===== src/logic/acq_pkg.sv =====
package acq_pkg;

    ////////////////////////////////////////////////////////////
    // sizes
    ////////////////////////////////////////////////////////////

    localparam int SAMPLE_W = 12;            // one adc conversion
    localparam int ADDR_W   = 10;            // circular buffer address
    localparam int DEPTH    = 1 << ADDR_W;   // buffer words, 1024

    ////////////////////////////////////////////////////////////
    // plain vector types
    ////////////////////////////////////////////////////////////

    typedef logic [SAMPLE_W-1:0] adc_sample_t;
    typedef logic [ADDR_W-1:0]   cbuf_addr_t;
    typedef logic [ADDR_W:0]     rd_count_t;     // one extra bit so a full buffer fits

    ////////////////////////////////////////////////////////////
    // structs
    ////////////////////////////////////////////////////////////

    // one buffer word, 26 bits, second sample in the upper half
    typedef struct packed {
        adc_sample_t second_sample;
        logic        second_ovr;
        adc_sample_t first_sample;
        logic        first_ovr;
    } sample_pair_t;

    // one access to the single ram port
    typedef struct packed {
        logic         wr;      // 1 = write, 0 = read
        cbuf_addr_t   addr;
        sample_pair_t wdata;   // ignored on reads
    } mem_req_t;

    // host readout command
    typedef struct packed {
        cbuf_addr_t start;
        rd_count_t  count;     // number of words, 0 is a no-op
    } rd_cmd_t;

endpackage


===== src/logic/sample_source.sv =====
module sample_source (
    input  logic                 adc_clk,
    input  logic                 rst_n,
    input  acq_pkg::sample_pair_t adc_pair,         // deserialized pair from the adc
    input  logic                 cbuf_wr_en,        // capture enable
    input  logic                 use_dummy,         // 1 = test counter instead of adc
    input  logic                 dummy_reset_mode,  // clear the counter on each trigger
    input  logic                 trig_pulse,        // single cycle trigger
    output acq_pkg::sample_pair_t src_pair,
    output logic                 src_valid
);

    ////////////////////////////////////////////////////////////
    // test counter
    ////////////////////////////////////////////////////////////

    acq_pkg::adc_sample_t dummy_cnt;   // value for the next pair
    acq_pkg::adc_sample_t dummy_cur;   // value used this cycle
    logic                 dummy_clr;
    logic                 dummy_inc;

    assign dummy_clr = trig_pulse & dummy_reset_mode;
    assign dummy_inc = use_dummy & cbuf_wr_en;

    // a trigger zeroes the count seen in this very cycle,
    // so a trigger on the first capture cycle yields word 0 = 0
    assign dummy_cur = dummy_clr ? '0 : dummy_cnt;

    always_ff @(posedge adc_clk) begin
        if (!rst_n) begin
            dummy_cnt <= '0;
        end else begin
            dummy_cnt <= dummy_cur + acq_pkg::adc_sample_t'(dummy_inc);   // wraps at 4096
        end
    end

    ////////////////////////////////////////////////////////////
    // pair register
    ////////////////////////////////////////////////////////////

    // payload, no reset needed
    always_ff @(posedge adc_clk) begin
        if (use_dummy) begin
            src_pair.first_sample  <= dummy_cur;    // plain count
            src_pair.first_ovr     <= 1'b0;
            src_pair.second_sample <= ~dummy_cur;   // inverted count
            src_pair.second_ovr    <= 1'b0;
        end else begin
            src_pair <= adc_pair;                   // straight from the adc
        end
    end

    // valid follows the capture enable by one cycle
    always_ff @(posedge adc_clk) begin
        if (!rst_n) begin
            src_valid <= 1'b0;
        end else begin
            src_valid <= cbuf_wr_en;
        end
    end

endmodule


===== config.mk =====
export PLATFORM = sky130hd
export DESIGN_NAME = sample_source
export DESIGN_NICKNAME = d
export VERILOG_FILES = /design/src/logic/acq_pkg.sv /design/src/logic/sample_source.sv
export SDC_FILE = /design/constraint.sdc
export NUM_CORES = 1
export LEC_CHECK = 0
export BUFFER_PORTS_ARGS = -buffer_cell sky130_fd_sc_hd__buf_2
export CAP_MARGIN = 40
export CORE_AREA = 2 2 58 60
export CTS_BUF_LIST = sky130_fd_sc_hd__clkbuf_8
export DETAILED_ROUTE_END_ITERATION = 8
export DIE_AREA = 0 0 60 62
export MAX_ROUTING_LAYER = met4
export PLACE_DENSITY = 0.87
export SKIP_LAST_GASP = 1
export SLEW_MARGIN = 40
export SYNTH_ARGS = -nofsm -noshare
export SYNTH_HDL_FRONTEND = slang
export SYNTH_SLANG_ARGS = --single-unit

===== constraint.sdc =====
create_clock -name adc_clk -period 2.8 [get_ports adc_clk]
set_clock_uncertainty 0.2 [all_clocks]
set_input_delay 0.14 -clock adc_clk [delete_from_list [all_inputs] [get_ports adc_clk]]
set_output_delay 0.14 -clock adc_clk [all_outputs]
set_load 0.05 [all_outputs]

==> impl_metrics.env, run 1 <==
export IMPL_critical_path_arrival_ns=2.05
export IMPL_buffer_ports_inserted=58
export IMPL_antenna_left=0
export IMPL_period_needed_ns=2.02
export IMPL_finalHoldWorstSlack_ns=0.101
export IMPL_cts_root_buffer_cell="sky130_fd_sc_hd__clkbuf_8"
export IMPL_crit_fanout=4
export IMPL_grt_pass1_wl_mm=4.86
export IMPL_detail_route_wl_per_cell_um=10.9
export IMPL_hold_path_class="in2reg"
export IMPL_ir_drop_uv=302
export IMPL_mappedNetlistNets=173
export IMPL_remaining_drc_errors=0
export IMPL_grt_met3_usage=0.0455
export IMPL_timing_final_setup_violations=0
export IMPL_die_width_um=60
export IMPL_clock_tree_buffer_depth=2
export IMPL_design_final_nets=264
export IMPL_mapped_area_mm2=0.00136
export IMPL_cellPowerDensity_mw_per_mm2=586
export IMPL_insertion_delay_ns=0.28
export IMPL_cts_tree="yes"
export IMPL_worstSetupStartpointType="primary input"
export IMPL_globalRoute_totalOverflow=0
export IMPL_cts_buffers=5
export IMPL_most_common_layout_cells="sky130_fd_sc_hd__buf_2 (58), sky130_fd_sc_hd__dfxtp_1 (39), sky130_fd_sc_hd__dlygate4sd3_1 (29), sky130_fd_sc_hd__nand2_1 (18)"
export IMPL_core_mm2=0.00318
export IMPL_drt_pass1_iterations=4
export IMPL_die_h_um=62
export IMPL_max_slew_worst_pin_slew_ns=0.396
export IMPL_setup_worst_path_end_class="flop"
export IMPL_fp_dieArea_mm2=0.00372
export IMPL_max_freq_mhz=494
export IMPL_violation_count_after_the_first_detailed_routing_iteration=8
export IMPL_postSynthAreaPerCell_um2=9.78
export IMPL_synth_seq_cells=39
export IMPL_slew_viol_final=0
export IMPL_antenna_diode_count=0
export IMPL_post_cts_resized=0
export IMPL_groute_layer_met1_usage=0.180
export IMPL_max_slew_margin=0.736
export IMPL_yosys_cell_types_count=25
export IMPL_starting_density_of_the_core=0.428
export IMPL_layout_setup_ws_ns=0.777
export IMPL_antenna_violations_before_repair=0
export IMPL_routabilityCongestion=0.782
export IMPL_vias_per_cell=4.52
export IMPL_preCtsSetupSlack_ns=0.747
export IMPL_power_leakage_nw=0.967
export IMPL_grt_util_all_layers=0.188
export IMPL_dp_hpwl_mm=1.91
export IMPL_grtUsageMet2=0.337
export IMPL_ctsHoldBuffers=29
export IMPL_share_of_final_layout_standard_cells_stronger_than_drive_strength_1=0.307
export IMPL_cts_repair_timing_setup_buffer_count=0
export IMPL_sequential_to_total_area_share_from_yosys_stat=0.574
export IMPL_unrepaired_setup_endpoints_after_global_routing="no"
export IMPL_setup_worst_path_class="in2reg"
export IMPL_mostFrequentLayoutCell="sky130_fd_sc_hd__buf_2"
export IMPL_final_period_utilization=0.723
export IMPL_vias=1251
export IMPL_row_count=21
export IMPL_final_hold_viol_count=0
export IMPL_fin_tns_setup_ns=0
export IMPL_netlist_instances=139
export IMPL_final_util=0.663
export IMPL_vias_in_the_first_global_route=1210
export IMPL_critical_path_required_ns=2.83
export IMPL_yosys_warnings=0
export IMPL_routed_wl_mm=3.01
export IMPL_areaGrowthSynthToFinish_pct=55.0
export IMPL_grt_max_degree=29
export IMPL_clkSlewWorstSetupHoldPaths_ns=0.07
export IMPL_grt_busiest_layer="met2"
export IMPL_timing_max_cap_violations=0
export IMPL_level_count_of_the_clock_h_tree=2
export IMPL_run_status="finished, final reports clean"
export IMPL_io_pins=59
export IMPL_clock_sink_count=39
-- synth_stat cells --
library cell                count  area (µm²)
sky130_fd_sc_hd__nor2_1         8        30.0
sky130_fd_sc_hd__nand3_1        4        20.0
sky130_fd_sc_hd__a21oi_1        2        10.0
sky130_fd_sc_hd__nor2b_1        2        12.5
sky130_fd_sc_hd__clkbuf_1       4        15.0
sky130_fd_sc_hd__nand2_1       18        67.6
sky130_fd_sc_hd__and3_1         1        6.26
sky130_fd_sc_hd__or4_1          1        7.51
sky130_fd_sc_hd__and4_1         1        8.76
sky130_fd_sc_hd__dfxtp_1       39         781
sky130_fd_sc_hd__nand4_1        1        6.26
sky130_fd_sc_hd__or3_1          1        6.26
sky130_fd_sc_hd__mux2_2         1        11.3
sky130_fd_sc_hd__and2_1         8        50.1
sky130_fd_sc_hd__ha_1           2        25.0
sky130_fd_sc_hd__o21a_1        11        82.6
sky130_fd_sc_hd__nand3_4        1        17.5
sky130_fd_sc_hd__xnor2_1        2        17.5
sky130_fd_sc_hd__o21ai_0        9        45.0
sky130_fd_sc_hd__o2111ai_1      1        8.76
sky130_fd_sc_hd__a21boi_2       1        11.3
sky130_fd_sc_hd__inv_1         11        41.3
sky130_fd_sc_hd__o21ai_1        3        15.0
sky130_fd_sc_hd__xor2_1         6        52.6
sky130_fd_sc_hd__and3_4         1        11.3
-- cell type report --
type                    count  area, µm²
clock buffers               6       82.6
clock inverters             2       35.0
fillers                   239       1070
inverters                  11       41.3
multi-input cells          85        523
flip-flops and latches     39        781
well taps                  46       57.6
repair buffers             88        588
-- sequential cells by signal, summed over array words and instances, names as in the netlist --
| name | flops |
|---|---|
| dummy_cnt | 12 |
| src_pair | 26 |
| src_valid | 1 |
-- per-stage QoR --
| step | instances | cell area, µm² | power, mW |
|---|---|---|---|
| after floorplan | 139 | 1360 | 0.702 |
| after global placement | 240 | 1700 | 0.749 |
| after detailed placement | 240 | 1700 | 0.751 |
| after CTS | 277 | 2110 | 1.24 |
| after global routing | 277 | 2110 | 1.28 |
| final | 277 | 2110 | 1.24 |
-- cell families (layout without fill, tap and decap cells) --
group           count (synthesis)  in the layout  share of synthesized area
simple gates                   47             47                      0.179
flops                          39             39                      0.574
compound gates                 27             27                      0.127
buf+inv                        15            107                     0.0414
xor+xnor                        8              8                     0.0515
fa+ha+maj                       2              2                     0.0184
mux                             1              1                    0.00828
-- power by group --
| part | total, mW | leakage (nW) | switching [mW] | internal (mW) |
|---|---|---|---|---|
| logic | 0.188 | 0.584 | 0.118 | 0.0704 |
| registers | 0.582 | 0.322 | 0.00462 | 0.577 |
| clock network | 0.466 | 0.0612 | 0.178 | 0.288 |
| total | 1.24 | 0.967 | 0.301 | 0.936 |
-- layer usage --
metal  part of all wire  up-vias
met5                  0        -
met4              0.028        0
met3              0.039        9
met2               0.55       39
met1               0.39      568
li1                   -      635
-- worst max-delay path, stage by stage --
cell and delay, ns:
sky130_fd_sc_hd__dlygate4sd3_1 0.53, sky130_fd_sc_hd__buf_2 0.11, sky130_fd_sc_hd__and2_1 0.11, sky130_fd_sc_hd__ha_1 0.18, sky130_fd_sc_hd__ha_1 0.18, sky130_fd_sc_hd__and3_1 0.24, sky130_fd_sc_hd__nand2_1 0.08, sky130_fd_sc_hd__or4_1 0.40
sky130_fd_sc_hd__nand2_1 0.08
-- path summary, 6_finish.rpt --
path / to / from / slack [ns] / cells past startpoint
setup / recovery: dummy_cnt[10]$_SDFF_PN0_ / cbuf_wr_en / 0.78 / 9
hold / removal: dummy_cnt[9]$_SDFF_PN0_ / dummy_reset_mode / 0.10 / 5
hold reg to reg: src_pair[12]$_DFF_P_ / dummy_cnt[11]$_SDFF_PN0_ / 0.30 / 2
setup reg to reg: dummy_cnt[10]$_SDFF_PN0_ / dummy_cnt[0]$_SDFF_PN0_ / 0.92 / 7
No activity file was read; power rests on OpenSTA's default activity.
==> run 2, diff against run 1 <==
--- a/config.mk
+++ b/config.mk
@@ -7,12 +7,12 @@
 export LEC_CHECK = 0
 export BUFFER_PORTS_ARGS = -buffer_cell sky130_fd_sc_hd__buf_2
 export CAP_MARGIN = 40
-export CORE_AREA = 2 2 58 60
+export CORE_AREA = 2 2 60 62
 export CTS_BUF_LIST = sky130_fd_sc_hd__clkbuf_8
 export DETAILED_ROUTE_END_ITERATION = 8
-export DIE_AREA = 0 0 60 62
+export DIE_AREA = 0 0 62 64
 export MAX_ROUTING_LAYER = met4
-export PLACE_DENSITY = 0.87
+export PLACE_DENSITY = 0.86
 export SKIP_LAST_GASP = 1
 export SLEW_MARGIN = 40
 export SYNTH_ARGS = -nofsm -noshare
==> constraint.sdc (replaced) <==
create_clock -name adc_clk -period 1.65 [get_ports adc_clk]
set_clock_uncertainty 0.2 [all_clocks]
set_input_delay 0.0825 -clock adc_clk [delete_from_list [all_inputs] [get_ports adc_clk]]
set_output_delay 0.0825 -clock adc_clk [all_outputs]
set_load 0.05 [all_outputs]
==> run 2 against run 1 <==
The run now ends with negative setup slack left; first-iteration DRC count rose to 9.0 times the previous value; non-clock buffer count up 14; sequential cell count unchanged.
==> impl_metrics.env, run 2 (synthesis results as in run 1) <==
export IMPL_run_status="finished with violations"
export IMPL_violations="negative setup slack"
export IMPL_layout_top_registers="src_pair: 26 flops, dummy_cnt: 12 flops, src_valid: 1 flops"
export IMPL_power_leakage_nw=1.04
export IMPL_io_pins=59
export IMPL_die_h_um=64
export IMPL_max_slew_margin=0.713
export IMPL_p_clk_frac=0.409
export IMPL_critical_path_required_ns=1.69
export IMPL_final_hold_viol_count=0
export IMPL_top_layer="met4"
export IMPL_critical_path_s_top_delay_family="simple AND/OR/NAND/NOR gates"
export IMPL_power_net_switching_mw=0.538
export IMPL_dp_hpwl_mm=2.15
export IMPL_buffer_ports_inserted=58
export IMPL_cts_buffers=5
export IMPL_mostFrequentLayoutCell="sky130_fd_sc_hd__buf_2"
export IMPL_critical_path_buf_inv_count=0
export IMPL_max_freq_mhz=604
export IMPL_p_seq_frac=0.440
export IMPL_starting_density_of_the_core=0.414
export IMPL_ir_drop_uv=584
export IMPL_worstSetupStartpointType="flop"
export IMPL_globalRoute_totalOverflow=0
export IMPL_placedInstanceArea_mm2=0.00183
export IMPL_worst_path_most_repeated_cell="sky130_fd_sc_hd__ha_4"
export IMPL_areaGrowthSynthToFinish_pct=67.3
export IMPL_critical_path_arrival_ns=1.70
export IMPL_most_common_layout_cells="sky130_fd_sc_hd__buf_2 (58), sky130_fd_sc_hd__dfxtp_1 (39), sky130_fd_sc_hd__dlygate4sd3_1 (29), sky130_fd_sc_hd__nand2_1 (17), sky130_fd_sc_hd__buf_4 (14)"
export IMPL_clock_sink_count=39
export IMPL_grt_pass1_wl_mm=5.80
export IMPL_routabilityCongestion=0.786
export IMPL_antenna_violations_before_repair=0
export IMPL_share_of_final_layout_standard_cells_stronger_than_drive_strength_1=0.371
export IMPL_setup_worst_path_class="reg2reg"
export IMPL_die_width_um=62
export IMPL_report_power_total_mw=2.25
export IMPL_timing_max_cap_violations=0
export IMPL_max_slew_worst_pin_slew_ns=0.430
export IMPL_vias_per_cell=4.54
export IMPL_largest_register_ffs=26
export IMPL_combinational_power_share=0.152
export IMPL_wl_met2_mm=1.84
export IMPL_route_met3_wl_um=145
export IMPL_antenna_left=0
export IMPL_drt_pass1_iterations=4
export IMPL_grt_util_all_layers=0.209
export IMPL_clkSlewWorstSetupHoldPaths_ns=0.07
export IMPL_core_mm2=0.00328
export IMPL_cellPowerDensity_mw_per_mm2=988
export IMPL_critPathMaxStageDelay_ns=0.39
export IMPL_unrepaired_setup_endpoints_after_global_routing="yes"
export IMPL_vias=1320
export IMPL_crit_path_top_delay_cell="sky130_fd_sc_hd__or4_1"
export IMPL_design_final_nets=278
export IMPL_m1WireLength_mm=1.38
export IMPL_final_cell_area_mm2=0.00228
export IMPL_fp_dieArea_mm2=0.00397
export IMPL_power_switching_share=0.239
export IMPL_level_count_of_the_clock_h_tree=2
export IMPL_power_internal_mw=1.71
export IMPL_antenna_diode_count=0
export IMPL_vias_in_the_first_global_route=1344
export IMPL_final_period_utilization=1.00
export IMPL_routed_wl_mm=3.51
export IMPL_clock_tree_buffer_depth=2
export IMPL_crit_fanout=3
export IMPL_final_util=0.693
export IMPL_remaining_drc_errors=0
export IMPL_detail_route_wl_per_cell_um=12.1
export IMPL_timing_final_setup_violations=1
export IMPL_cts_tree="yes"
export IMPL_layout_setup_ws_ns=-0.00621
export IMPL_insertion_delay_ns=0.29
export IMPL_grt_max_degree=29
export IMPL_finalHoldWorstSlack_ns=0.0587
export IMPL_hold_path_class="in2reg"
export IMPL_preCtsSetupSlack_ns=-0.0805
export IMPL_violation_count_after_the_first_detailed_routing_iteration=72
export IMPL_slew_viol_final=0
export IMPL_period_needed_ns=1.66
export IMPL_row_count=21
export IMPL_setup_worst_path_end_class="flop"
export IMPL_regMostFlops="src_pair"
export IMPL_series_of_cell_instances_along_the_critical_path="and2_4, ha_4, ha_4, and3_4, nand2_2, or4_1, nand2_1"
export IMPL_cts_root_buffer_cell="sky130_fd_sc_hd__clkbuf_8"
## run 2: what timing repair did
item | CTS | global route
hold buffers | 29 | 0
gates resized for setup | 2 | 2
buffers inserted | 1 | 0
endpoints found under the setup margin | 3 | 4
pin swaps | 3 | 2
endpoints found under the hold margin | 31 | 0
## run 2: per-layer routing
metal,vias up,GRT usage
met5,-,-
met4,0,0.136
met3,13,0.0486
met2,41,0.352
met1,603,0.207
li1,663,-
## run 2: worst paths after layout
| check | startpoint | end | slack [ns] | cells after the start |
|---|---|---|---|---|
| hold reg to reg | dummy_cnt[10]$_SDFF_PN0_ | src_pair[11]$_DFF_P_ | 0.32 | 2 |
| setup / recovery | dummy_cnt[0]$_SDFF_PN0_ | dummy_cnt[10]$_SDFF_PN0_ | -0.006 | 7 |
| hold / removal | use_dummy | src_pair[0]$_SDFF_PP0_ | 0.06 | 3 |
| setup reg to reg | dummy_cnt[0]$_SDFF_PN0_ | dummy_cnt[10]$_SDFF_PN0_ | -0.006 | 7 |
## run 2: metrics by stage
stage          instances  setup TNS, ns
2_1_floorplan        139              0
3_3_place_gp         253        -0.0271
3_5_place_dp         253         -0.262
4_1_cts              291       -0.00560
5_1_grt              291         -0.170
6_report             291       -0.00621
## run 2: power by group through the flow
stage	clock network (mW)	registers, mW	logic (mW)
after CTS	0.931	0.988	0.337
after global placement	0	1.01	0.277
after detailed placement	0	1.01	0.283
after floorplan	0	1.14	0.0532
final	0.919	0.988	0.341
after global routing	0.980	0.992	0.366
## run 2: final cells by class
type | count | area (µm²)
clock buffer | 5 | 68.8
tap | 46 | 57.6
sequential | 39 | 781
clock inverter | 3 | 63.8
multi-input combinational | 85 | 567
inverter | 11 | 41.3
timing repair buffer | 102 | 697
fill | 252 | 1010
## run 2: tightest hold or removal path, cell delays in order
cell and delay (ns):
sky130_fd_sc_hd__buf_2 0.08, sky130_fd_sc_hd__buf_4 0.26, sky130_fd_sc_hd__nor2b_1 0.07
